## src/rtl/movie_record_pkg.sv

```systemverilog
package movie_record_pkg;

    // ----------------------------------------------------------------------
    // movie record layout, msb first
    // ----------------------------------------------------------------------
    localparam int rec_w       = 46;
    localparam int id_w        = 6;   // hall 3, slot 3
    localparam int id_msb      = 45;
    localparam int id_lsb      = 40;
    localparam int name_msb    = 39;
    localparam int name_lsb    = 35;
    localparam int price_w     = 10;
    localparam int price_msb   = 34;
    localparam int price_lsb   = 25;
    localparam int session_msb = 24;
    localparam int session_lsb = 10;
    localparam int day_w       = 3;
    localparam int day_msb     = 22;  // session bits 12..10
    localparam int day_lsb     = 20;
    localparam int rest_w      = 5;
    localparam int rest_msb    = 9;   // tickets left
    localparam int rest_lsb    = 5;
    localparam int seat_msb    = 4;
    localparam int seat_lsb    = 1;
    localparam int valid_bit   = 0;

    localparam int movie_depth = 8;
    localparam int idx_w       = 3;
    localparam int cnt_w       = 4;   // 0..8 movies
    localparam int off_w       = 5;   // vip discount factor
    localparam int off_scale   = 32;

endpackage

```

## src/rtl/box_office_pkg.sv

```systemverilog
package box_office_pkg;

    localparam int btn_w = 3;
    localparam int op_w  = 2;
    localparam int st_w  = 3;

    // ----------------------------------------------------------------------
    // button codes
    // ----------------------------------------------------------------------
    localparam logic [btn_w-1:0] btn_next    = 3'b000;
    localparam logic [btn_w-1:0] btn_release = 3'b001;
    localparam logic [btn_w-1:0] btn_confirm = 3'b010;
    localparam logic [btn_w-1:0] btn_back    = 3'b011;
    localparam logic [btn_w-1:0] btn_cancel  = 3'b100;
    localparam logic [btn_w-1:0] btn_none    = 3'b111; // no press this cycle

    // store port operations
    localparam logic [op_w-1:0] op_idle       = 2'd0;
    localparam logic [op_w-1:0] op_read_index = 2'd1;
    localparam logic [op_w-1:0] op_write_id   = 2'd2;

    // ----------------------------------------------------------------------
    // booking states
    // ----------------------------------------------------------------------
    localparam logic [st_w-1:0] st_browse    = 3'd0;
    localparam logic [st_w-1:0] st_sold_out  = 3'd1;
    localparam logic [st_w-1:0] st_review    = 3'd2;
    localparam logic [st_w-1:0] st_vip_ask   = 3'd3;
    localparam logic [st_w-1:0] st_pin       = 3'd4;
    localparam logic [st_w-1:0] st_pin_error = 3'd5;
    localparam logic [st_w-1:0] st_issue     = 3'd6;
    localparam logic [st_w-1:0] st_receipt   = 3'd7;

endpackage

```

## src/rtl/movie_store.sv

```systemverilog
`timescale 1ns/1ns

module movie_store (
    input  logic                                   clk,
    input  logic                                   rst_n,
    input  logic                                   load_i,
    input  logic [movie_record_pkg::rec_w-1:0]     load_data_i,
    input  logic [box_office_pkg::op_w-1:0]        op_i,
    input  logic [movie_record_pkg::idx_w-1:0]     index_i,
    input  logic [movie_record_pkg::id_w-1:0]      id_i,
    input  logic [movie_record_pkg::rec_w-1:0]     wdata_i,
    output logic                                   done_o,
    output logic [movie_record_pkg::rec_w-1:0]     rdata_o,
    output logic [movie_record_pkg::cnt_w-1:0]     count_o
);
    import movie_record_pkg::*;
    import box_office_pkg::*;

    logic [rec_w-1:0]       table_q [movie_depth];
    logic [movie_depth-1:0] id_hit;
    logic                   accept;
    logic                   load_ok;

    assign accept  = (op_i != op_idle) && !done_o; // one request per two cycles
    assign load_ok = load_i && (count_o < movie_depth);

    always_comb begin
        for (int i = 0; i < movie_depth; i++) begin
            id_hit[i] = (i < count_o) && (table_q[i][id_msb:id_lsb] == id_i);
        end
    end

    always_ff @(posedge clk or negedge rst_n) begin
        if (!rst_n) begin
            count_o <= '0;
            done_o  <= 1'b0;
        end else begin
            done_o <= accept;
            if (load_ok) count_o <= count_o + 1'b1;
        end
    end

    always_ff @(posedge clk) begin
        if (load_ok) begin
            table_q[count_o[idx_w-1:0]] <= load_data_i; // append
        end else if (accept && op_i == op_write_id) begin
            for (int i = 0; i < movie_depth; i++) begin
                if (id_hit[i]) table_q[i] <= wdata_i;
            end
        end
        if (accept && op_i == op_read_index) rdata_o <= table_q[index_i];
    end

    a_write_known_id: assert property (@(posedge clk) disable iff (!rst_n)
        (accept && op_i == op_write_id) |-> (|id_hit))
        else $error("write to unknown movie id %h", id_i);

endmodule

```

## src/rtl/movie_port_arbiter.sv

```systemverilog
`timescale 1ns/1ns

module movie_port_arbiter (
    input  logic                                clk,
    input  logic                                rst_n,
    input  logic [box_office_pkg::op_w-1:0]     br_op_i,
    input  logic [movie_record_pkg::idx_w-1:0]  br_index_i,
    output logic                                br_done_o,
    input  logic [box_office_pkg::op_w-1:0]     is_op_i,
    input  logic [movie_record_pkg::id_w-1:0]   is_id_i,
    input  logic [movie_record_pkg::rec_w-1:0]  is_wdata_i,
    output logic                                is_done_o,
    output logic [box_office_pkg::op_w-1:0]     st_op_o,
    output logic [movie_record_pkg::idx_w-1:0]  st_index_o,
    output logic [movie_record_pkg::id_w-1:0]   st_id_o,
    output logic [movie_record_pkg::rec_w-1:0]  st_wdata_o,
    input  logic                                st_done_i
);
    import box_office_pkg::*;

    logic is_sel;
    logic gnt_is_q; // owner of the request in flight

    assign is_sel     = (is_op_i != op_idle); // issuer first
    assign st_op_o    = is_sel ? is_op_i : br_op_i;
    assign st_index_o = br_index_i;
    assign st_id_o    = is_id_i;
    assign st_wdata_o = is_wdata_i;

    always_ff @(posedge clk or negedge rst_n) begin
        if (!rst_n) begin
            gnt_is_q <= 1'b0;
        end else if (st_op_o != op_idle && !st_done_i) begin
            gnt_is_q <= is_sel;
        end
    end

    assign br_done_o = st_done_i && !gnt_is_q;
    assign is_done_o = st_done_i && gnt_is_q;

    a_done_to_requester: assert property (@(posedge clk) disable iff (!rst_n)
        !(br_done_o && br_op_i == op_idle) && !(is_done_o && is_op_i == op_idle))
        else $error("done returned to a peer without a request");

endmodule

```

## src/rtl/movie_browser.sv

```systemverilog
`timescale 1ns/1ns

module movie_browser (
    input  logic                                clk,
    input  logic                                rst_n,
    input  logic                                fetch_i,
    input  logic [box_office_pkg::btn_w-1:0]    press_i,
    input  logic [movie_record_pkg::cnt_w-1:0]  count_i,
    input  logic [movie_record_pkg::rec_w-1:0]  rdata_i,
    input  logic                                done_i,
    input  logic                                vip_member_i,
    input  logic [movie_record_pkg::day_w-1:0]  vip_day_i,
    output logic [box_office_pkg::op_w-1:0]     op_o,
    output logic [movie_record_pkg::idx_w-1:0]  index_o,
    output logic [movie_record_pkg::rec_w-1:0]  record_o,
    output logic                                record_valid_o,
    output logic                                vip_ok_o
);
    import movie_record_pkg::*;
    import box_office_pkg::*;

    logic [cnt_w-1:0] seen_cnt_q;
    logic             pend_q;
    logic             redo_q;     // index moved while a read was in flight
    logic             step_next;
    logic             step_back;
    logic             refetch;
    logic             take;

    assign step_next = (press_i == btn_next) && (cnt_w'(index_o) + 1'b1 < count_i);
    assign step_back = (press_i == btn_back) && (index_o != '0);
    assign refetch   = (count_i != '0) &&
                       (step_next || step_back || fetch_i || count_i != seen_cnt_q);
    assign take      = done_i && !redo_q && !refetch;
    assign op_o      = pend_q ? op_read_index : op_idle;

    always_ff @(posedge clk or negedge rst_n) begin
        if (!rst_n) begin
            index_o        <= '0;
            seen_cnt_q     <= '0;
            pend_q         <= 1'b0;
            redo_q         <= 1'b0;
            record_valid_o <= 1'b0;
            vip_ok_o       <= 1'b0;
        end else begin
            seen_cnt_q <= count_i;
            if (step_next) index_o <= index_o + 1'b1;
            else if (step_back) index_o <= index_o - 1'b1;

            if (refetch) begin
                pend_q         <= 1'b1;
                redo_q         <= pend_q && !done_i;
                record_valid_o <= 1'b0;
                vip_ok_o       <= 1'b0;
            end else if (done_i) begin
                redo_q <= 1'b0;
                if (take) begin
                    pend_q         <= 1'b0;
                    record_valid_o <= 1'b1;
                    vip_ok_o       <= vip_member_i && (rdata_i[day_msb:day_lsb] == vip_day_i);
                end
            end
        end
    end

    always_ff @(posedge clk) begin
        if (take) record_o <= rdata_i;
    end

endmodule

```

## src/rtl/ticket_issuer.sv

```systemverilog
`timescale 1ns/1ns

module ticket_issuer (
    input  logic                                  clk,
    input  logic                                  rst_n,
    input  logic                                  issue_i,
    input  logic                                  use_vip_i,
    input  logic [movie_record_pkg::rec_w-1:0]    record_i,
    input  logic [movie_record_pkg::off_w-1:0]    vip_off_i,
    input  logic                                  done_i,
    output logic [box_office_pkg::op_w-1:0]       op_o,
    output logic [movie_record_pkg::id_w-1:0]     id_o,
    output logic [movie_record_pkg::rec_w-1:0]    wdata_o,
    output logic                                  issue_done_o,
    output logic [movie_record_pkg::price_w-1:0]  price_o,
    output logic [5:0]                            ticket_id_o
);
    import movie_record_pkg::*;
    import box_office_pkg::*;

    logic                       req_q;
    logic [price_w-1:0]         list_price;
    logic [price_w+off_w-1:0]   vip_product;
    logic [rest_w-1:0]          rest_left;

    assign list_price  = record_i[price_msb:price_lsb];
    assign vip_product = list_price * vip_off_i;
    assign rest_left   = record_i[rest_msb:rest_lsb] - 1'b1;

    assign op_o         = req_q ? op_write_id : op_idle;
    assign id_o         = wdata_o[id_msb:id_lsb];
    assign issue_done_o = done_i && req_q;

    always_ff @(posedge clk or negedge rst_n) begin
        if (!rst_n) begin
            req_q       <= 1'b0;
            ticket_id_o <= 6'd1;
        end else begin
            if (issue_i) req_q <= 1'b1;
            else if (done_i) req_q <= 1'b0;

            if (issue_done_o) begin
                ticket_id_o <= (ticket_id_o == 6'd63) ? 6'd1 : ticket_id_o + 1'b1; // skip 0
            end
        end
    end

    // ----------------------------------------------------------------------
    // price and write-back record
    // ----------------------------------------------------------------------
    always_ff @(posedge clk) begin
        if (issue_i) begin
            price_o <= use_vip_i ? price_w'(vip_product / off_scale) : list_price;
            wdata_o <= {record_i[rec_w-1:rest_msb+1], rest_left, record_i[rest_lsb-1:0]};
        end
    end

    a_rest_positive: assert property (@(posedge clk) disable iff (!rst_n)
        issue_i |-> (record_i[rest_msb:rest_lsb] != '0))
        else $error("ticket issued for sold out movie");

endmodule

```

## src/rtl/booking_fsm.sv

```systemverilog
`timescale 1ns/1ns

module booking_fsm (
    input  logic                              clk,
    input  logic                              rst_n,
    input  logic [box_office_pkg::btn_w-1:0]  press_i,
    input  logic [7:0]                        switch_i,
    input  logic                              pin_valid_i,
    input  logic [19:0]                       pin_i,
    input  logic [19:0]                       vip_pin_i,
    input  logic                              record_valid_i,
    input  logic [4:0]                        rest_i,
    input  logic                              vip_ok_i,
    input  logic                              issue_done_i,
    output logic [box_office_pkg::st_w-1:0]   state_o,
    output logic                              fetch_o,
    output logic                              issue_o,
    output logic                              use_vip_o
);
    import box_office_pkg::*;

    logic [st_w-1:0] state_d;
    logic            enter_issue;

    assign enter_issue = (state_d == st_issue) && (state_o != st_issue);

    // ----------------------------------------------------------------------
    // next state
    // ----------------------------------------------------------------------
    always_comb begin
        state_d = state_o;
        case (state_o)
            st_browse: begin
                if (press_i == btn_confirm && record_valid_i) begin
                    state_d = (rest_i == '0) ? st_sold_out : st_review;
                end
            end
            st_sold_out: begin
                if (press_i == btn_confirm || press_i == btn_release) state_d = st_browse;
            end
            st_review: begin
                if (press_i == btn_confirm) state_d = vip_ok_i ? st_vip_ask : st_issue;
                else if (press_i == btn_release || press_i == btn_cancel) state_d = st_browse;
            end
            st_vip_ask: begin
                if (press_i == btn_confirm) begin
                    if (switch_i == 8'h01) state_d = st_issue;    // pay list price
                    else if (switch_i == 8'h02) state_d = st_pin; // vip payment
                end
            end
            st_pin: begin
                if (pin_valid_i) state_d = (pin_i == vip_pin_i) ? st_issue : st_pin_error;
            end
            st_pin_error: begin
                if (press_i == btn_confirm) state_d = st_pin;
                else if (press_i == btn_release) state_d = st_vip_ask;
            end
            st_issue: begin
                if (issue_done_i) state_d = st_receipt;
            end
            st_receipt: begin
                if (press_i != btn_none) state_d = st_browse;
            end
            default: state_d = st_browse;
        endcase
    end

    always_ff @(posedge clk or negedge rst_n) begin
        if (!rst_n) begin
            state_o   <= st_browse;
            fetch_o   <= 1'b0;
            issue_o   <= 1'b0;
            use_vip_o <= 1'b0;
        end else begin
            state_o <= state_d;
            fetch_o <= (state_o == st_receipt) && (state_d == st_browse); // rest changed
            issue_o <= enter_issue;
            if (enter_issue) use_vip_o <= (state_o == st_pin);
        end
    end

endmodule

```

## src/rtl/box_office_top.sv

```systemverilog
`timescale 1ns/1ns

module box_office_top (
    input  logic                                  clk,
    input  logic                                  rst_n,
    input  logic                                  load_i,
    input  logic [movie_record_pkg::rec_w-1:0]    load_data_i,
    input  logic [2:0]                            press_i,
    input  logic [7:0]                            switch_i,
    input  logic                                  pin_valid_i,
    input  logic [19:0]                           pin_i,
    input  logic                                  vip_member_i,
    input  logic [movie_record_pkg::day_w-1:0]    vip_day_i,
    input  logic [19:0]                           vip_pin_i,
    input  logic [movie_record_pkg::off_w-1:0]    vip_off_i,
    output logic [2:0]                            state_o,
    output logic [movie_record_pkg::rec_w-1:0]    movie_data_o,
    output logic                                  vip_ok_o,
    output logic [movie_record_pkg::price_w-1:0]  price_o,
    output logic [5:0]                            ticket_id_o,
    output logic                                  ticket_valid_o
);
    import movie_record_pkg::*;

    // store port and its two peers
    logic [1:0]       st_op, br_op, is_op;
    logic [idx_w-1:0] st_index, br_index;
    logic [id_w-1:0]  st_id, is_id;
    logic [rec_w-1:0] st_wdata, st_rdata, is_wdata;
    logic             st_done, br_done, is_done;
    logic [cnt_w-1:0] count;
    logic             record_valid, fetch, issue, use_vip;

    movie_store u_store (
        .clk(clk), .rst_n(rst_n), .load_i(load_i), .load_data_i(load_data_i),
        .op_i(st_op), .index_i(st_index), .id_i(st_id), .wdata_i(st_wdata),
        .done_o(st_done), .rdata_o(st_rdata), .count_o(count)
    );

    movie_port_arbiter u_arb (
        .clk(clk), .rst_n(rst_n),
        .br_op_i(br_op), .br_index_i(br_index), .br_done_o(br_done),
        .is_op_i(is_op), .is_id_i(is_id), .is_wdata_i(is_wdata), .is_done_o(is_done),
        .st_op_o(st_op), .st_index_o(st_index), .st_id_o(st_id), .st_wdata_o(st_wdata),
        .st_done_i(st_done)
    );

    movie_browser u_browser (
        .clk(clk), .rst_n(rst_n), .fetch_i(fetch), .press_i(press_i), .count_i(count),
        .rdata_i(st_rdata), .done_i(br_done), .vip_member_i(vip_member_i),
        .vip_day_i(vip_day_i), .op_o(br_op), .index_o(br_index), .record_o(movie_data_o),
        .record_valid_o(record_valid), .vip_ok_o(vip_ok_o)
    );

    ticket_issuer u_issuer (
        .clk(clk), .rst_n(rst_n), .issue_i(issue), .use_vip_i(use_vip),
        .record_i(movie_data_o), .vip_off_i(vip_off_i), .done_i(is_done),
        .op_o(is_op), .id_o(is_id), .wdata_o(is_wdata), .issue_done_o(ticket_valid_o),
        .price_o(price_o), .ticket_id_o(ticket_id_o)
    );

    booking_fsm u_fsm (
        .clk(clk), .rst_n(rst_n), .press_i(press_i), .switch_i(switch_i),
        .pin_valid_i(pin_valid_i), .pin_i(pin_i), .vip_pin_i(vip_pin_i),
        .record_valid_i(record_valid), .rest_i(movie_data_o[rest_msb:rest_lsb]),
        .vip_ok_i(vip_ok_o), .issue_done_i(ticket_valid_o),
        .state_o(state_o), .fetch_o(fetch), .issue_o(issue), .use_vip_o(use_vip)
    );

endmodule

```

## config.mk

```make
export PLATFORM = sky130hd
export DESIGN_NAME = box_office_top
export DESIGN_NICKNAME = d
export VERILOG_FILES = /design/src/rtl/movie_record_pkg.sv /design/src/rtl/box_office_pkg.sv /design/src/rtl/movie_store.sv /design/src/rtl/movie_port_arbiter.sv /design/src/rtl/movie_browser.sv /design/src/rtl/ticket_issuer.sv /design/src/rtl/booking_fsm.sv /design/src/rtl/box_office_top.sv
export SDC_FILE = /design/constraint.sdc
export NUM_CORES = 1
export LEC_CHECK = 0
export ABC_AREA = 1
export BUFFER_PORTS_ARGS = -buffer_cell sky130_fd_sc_hd__buf_2
export CORE_MARGIN = 2
export CORE_UTILIZATION = 45
export CTS_CLUSTER_SIZE = 24
export DETAILED_ROUTE_END_ITERATION = 8
export PLACE_DENSITY_LB_ADDON = 0.25
export SLEW_MARGIN = 20
export SYNTH_ARGS = -nofsm -noshare
export SYNTH_HDL_FRONTEND = slang
export SYNTH_SLANG_ARGS = --single-unit
export TNS_END_PERCENT = 5
```

## constraint.sdc

```tcl
create_clock -name clk -period 8.2 [get_ports clk]
set_input_delay 0.41 -clock clk [delete_from_list [all_inputs] [get_ports clk]]
set_output_delay 0.41 -clock clk [all_outputs]
set_load 0.1 [all_outputs]
```

==> impl_metrics.env <==
export IMPL_status="finished clean"
export IMPL_skew_ns=0.0152
export IMPL_reg2reg_to="u_browser.record_o[27]$_DFFE_PP_"
export IMPL_power_share_combinational_pct=35.2
export IMPL_fillers=5436
export IMPL_die_h_um=250
export IMPL_grt_start_max_net_pins=111
export IMPL_cts_tree="done"
export IMPL_ys_seq_area_share_pct=59.5
export IMPL_netSwitchingFraction_pct=40.2
export IMPL_critPathRequiredTime_ns=8.48
export IMPL_end_kind="register"
export IMPL_overflow=0
export IMPL_seq_power_share_pct=38.4
export IMPL_fin_crit_sh_pct=54.7
export IMPL_rows=90
export IMPL_place_gp_congestion=0.914
export IMPL_avgSynthCellArea_um2=9.74
export IMPL_relSlewSlack_pct=23.9
export IMPL_hold_depth=3
export IMPL_postPlaceCellArea_mm2=0.0284
export IMPL_grt_total_usage_pct=23.2
export IMPL_power_density_mw_per_mm2=328
export IMPL_start_util_pct=45.4
export IMPL_dieArea_mm2=0.0627
export IMPL_synth_area_leaders="edfxtp_1 57%, o21ai_0 8.2%, nand2_1 7.7%"
export IMPL_instances_no_fill=3683
export IMPL_path_cells="inv_4, ha_1, ha_1, a21oi_1, nand3b_1, nand4_1, nand3_1, nand2_1, inv_1, nor2_4, buf_4"
export IMPL_dp_cells=3570
export IMPL_mostFrequentLayoutCells="554 x nand2_1, 516 x edfxtp_1, 447 x o21ai_0"
export IMPL_hold_violations=0
export IMPL_final_setup_tns_ns=0
export IMPL_worst_path_buf_inv=3
export IMPL_synth_net_count=2970
export IMPL_pwr_share_clk_pct=26.4
export IMPL_min_delay_start="vip_member_i"
export IMPL_area_delta_synth_final_pct=10.9
export IMPL_yosysUniqueCellTypes=43
export IMPL_min_period_ns=4.49
export IMPL_grt_pass1_vias=19600
export IMPL_finalInstanceArea_mm2=0.0303
export IMPL_critPathLaunchType="register"
export IMPL_layout_commonest_cell="nand2_1"
export IMPL_crit_path_max_incr_delay_ns=0.73
export IMPL_switching_power_w=0.00399
export IMPL_antenna_found_initial=7
export IMPL_drt_wl_total_mm=73.2
export IMPL_synth_enable_flop_cells=516
export IMPL_cp_max_fo=79
export IMPL_cts_buffers=58
export IMPL_cts_root_buf="clkbuf_16"
export IMPL_total_power_w=0.00994
export IMPL_cp_num_cells=11
export IMPL_worstRegToRegCells=11
export IMPL_drtPass1Iterations=6
export IMPL_yosysWarnings=0
export IMPL_viasPerCell=5.52
export IMPL_holdPathEnd="u_browser.vip_ok_o$_DFFE_PN0P_"
export IMPL_power_leakage_nw=12.3
export IMPL_synth_flop_cell="edfxtp_1"
export IMPL_vdd_ir_drop_max_mv=0.236
export IMPL_final_setup_viol_count=0
export IMPL_rsz0062_at_grt="false"
export IMPL_core_area_mm2=0.0602
export IMPL_post_cts_setup_buffers=0
export IMPL_max_cap_viol_count=0
export IMPL_tightest_slew_ns=1.14
export IMPL_clkSinkCount=546
export IMPL_synth_area_leader_cell="edfxtp_1"
export IMPL_rr_startpoint="u_browser.index_o[0]$_DFFE_PN0P_"
export IMPL_nets=3016
export IMPL_dieWidth_um=250
export IMPL_htreeDepth=2
export IMPL_wl_per_cell_um=19.9
export IMPL_ioPinCount=177
export IMPL_clock_path_buffers=3
export IMPL_syn_inst=2805
export IMPL_reg2reg_setup_slack_ns=3.71
export IMPL_clk_latency_ns=0.64
export IMPL_path_class="register to register"
export IMPL_yosys_area_top_type_share_pct=56.7
export IMPL_crit_arrival_ns=4.77
export IMPL_cts_clk_slew_worst_paths_ns=0.06
export IMPL_ant_nets=0
export IMPL_numPortBuffers=176
export IMPL_dr_first_iter_drc_count=2145
export IMPL_synth_seq_cells=546
export IMPL_syn_area_mm2=0.0273
export IMPL_slew_viol_final=0
export IMPL_multiInputGateArea_mm2=0.00932
export IMPL_drcViolationCount=0
export IMPL_vias=20300
export IMPL_drive_gt1_share_pct=12.0
export IMPL_hp_class="input port to register"
export IMPL_synth_async_reset_ratio_pct=5.49
export IMPL_p_int_w=0.00594
export IMPL_grt_pass1_wl_mm=113
export IMPL_fmax_mhz=223
export IMPL_hpwl_mm=42.6
export IMPL_slowest_stage="nor2_4"
export IMPL_cpLargestDelayFamily="simple AND/OR/NAND/NOR gates"
export IMPL_path_common_cell="ha_1"
export IMPL_hold_buffers=1
export IMPL_area_sequential_mm2=0.0163
export IMPL_cts_resized=0
==> through the flow <==
step / hold WS (ns) / util [%] / worst slack, ns
3_5_place_dp: 0.405 / 47.1 / 3.70
2_1_floorplan: 0.114 / - / 3.41
4_1_cts: 0.0168 / 50.2 / 3.71
6_report: 0.0337 / 50.3 / 3.71
5_1_grt: 0.0356 / 50.3 / 3.43
3_3_place_gp: 0.402 / 47.0 / 3.80
==> worst min-delay path: cells and delay by family <==
| kind | cells | cell delay, ns |
|---|---|---|
| simple gates | 2 | 0.14 |
| buf+inv | 1 | 0.09 |
==> state kept, by name, indices dropped and copies added, names as in the netlist, 3 cells and up <==
signal                cells
u_fsm.state_o             3
u_issuer.wdata_o         46
u_browser.record_o       46
u_issuer.ticket_id_o      6
u_browser.seen_cnt_q      4
u_store.rdata_o          46
u_browser.index_o         3
u_issuer.price_o         10
u_store.count_o           4
u_store.table_q         368
==> power groups by stage <==
stage	clock network [W]	registers (W)	logic (W)
6_report	0.00262	0.00382	0.00350
3_3_place_gp	0	0.00387	0.00346
2_1_floorplan	0	0.00443	0.00199
4_1_cts	0.00266	0.00383	0.00351
5_1_grt	0.00277	0.00386	0.00388
3_5_place_dp	0	0.00388	0.00350
==> logic make-up (layout without fill, tap and decap cells) <==
| group | count (synthesis) | in the layout | synth area share, % |
|---|---|---|---|
| adder cells (fa/ha/maj) | 55 | 55 | 3.18 |
| XOR/XNOR | 56 | 56 | 1.80 |
| flip-flops | 546 | 546 | 59.5 |
| AO/OA/AOI/OAI | 723 | 723 | 14.3 |
| buffers and inverters | 416 | 510 | 6.85 |
| AND/OR/NAND/NOR | 1009 | 1009 | 14.4 |
| other | 0 | 2 | 0 |
==> final cells by class <==
type	instances	area share [%]
diodes	2	0.0165
clock buffers	71	5.12
clock inverters	37	1.06
inverters	201	2.50
multi-input cells	1843	30.8
flip-flops and latches	546	53.7
well taps	782	3.23
repair buffers	201	3.66
==> worst max path at each step <==
stage | to | from | slack [ns]
after global routing | u_browser.record_o[31]$_DFFE_PP_ | u_browser.index_o[0]$_DFFE_PN0P_ | 3.43
after detailed placement | u_browser.record_o[25]$_DFFE_PP_ | u_browser.index_o[0]$_DFFE_PN0P_ | 3.70
after CTS | u_browser.record_o[27]$_DFFE_PP_ | u_browser.index_o[0]$_DFFE_PN0P_ | 3.71
final | u_browser.record_o[27]$_DFFE_PP_ | u_browser.index_o[0]$_DFFE_PN0P_ | 3.71
after global placement | u_browser.record_o[25]$_DFFE_PP_ | u_browser.index_o[0]$_DFFE_PN0P_ | 3.80
after floorplan | u_browser.record_o[0]$_DFFE_PP_ | u_browser.index_o[0]$_DFFE_PN0P_ | 3.41
==> routing by layer <==
layer	GRT usage (%)	part of all wire, %	up-vias
li1	-	-	9666
met1	32.5	44	9831
met2	37.1	47	692
met3	4.19	7.2	127
met4	6.86	2.3	8
met5	0	0.063	-
==> synthesized netlist by cell type, types with 31 or more instances <==
library cell,n
nand2_1,561
edfxtp_1,516
o21ai_0,448
nor2_1,374
inv_1,194
o21ai_1,107
buf_2,91
clkbuf_1,76
a31oi_1,50
o22ai_1,46
xor2_1,42
ha_1,31
Power figures use the tool's default switching activity.
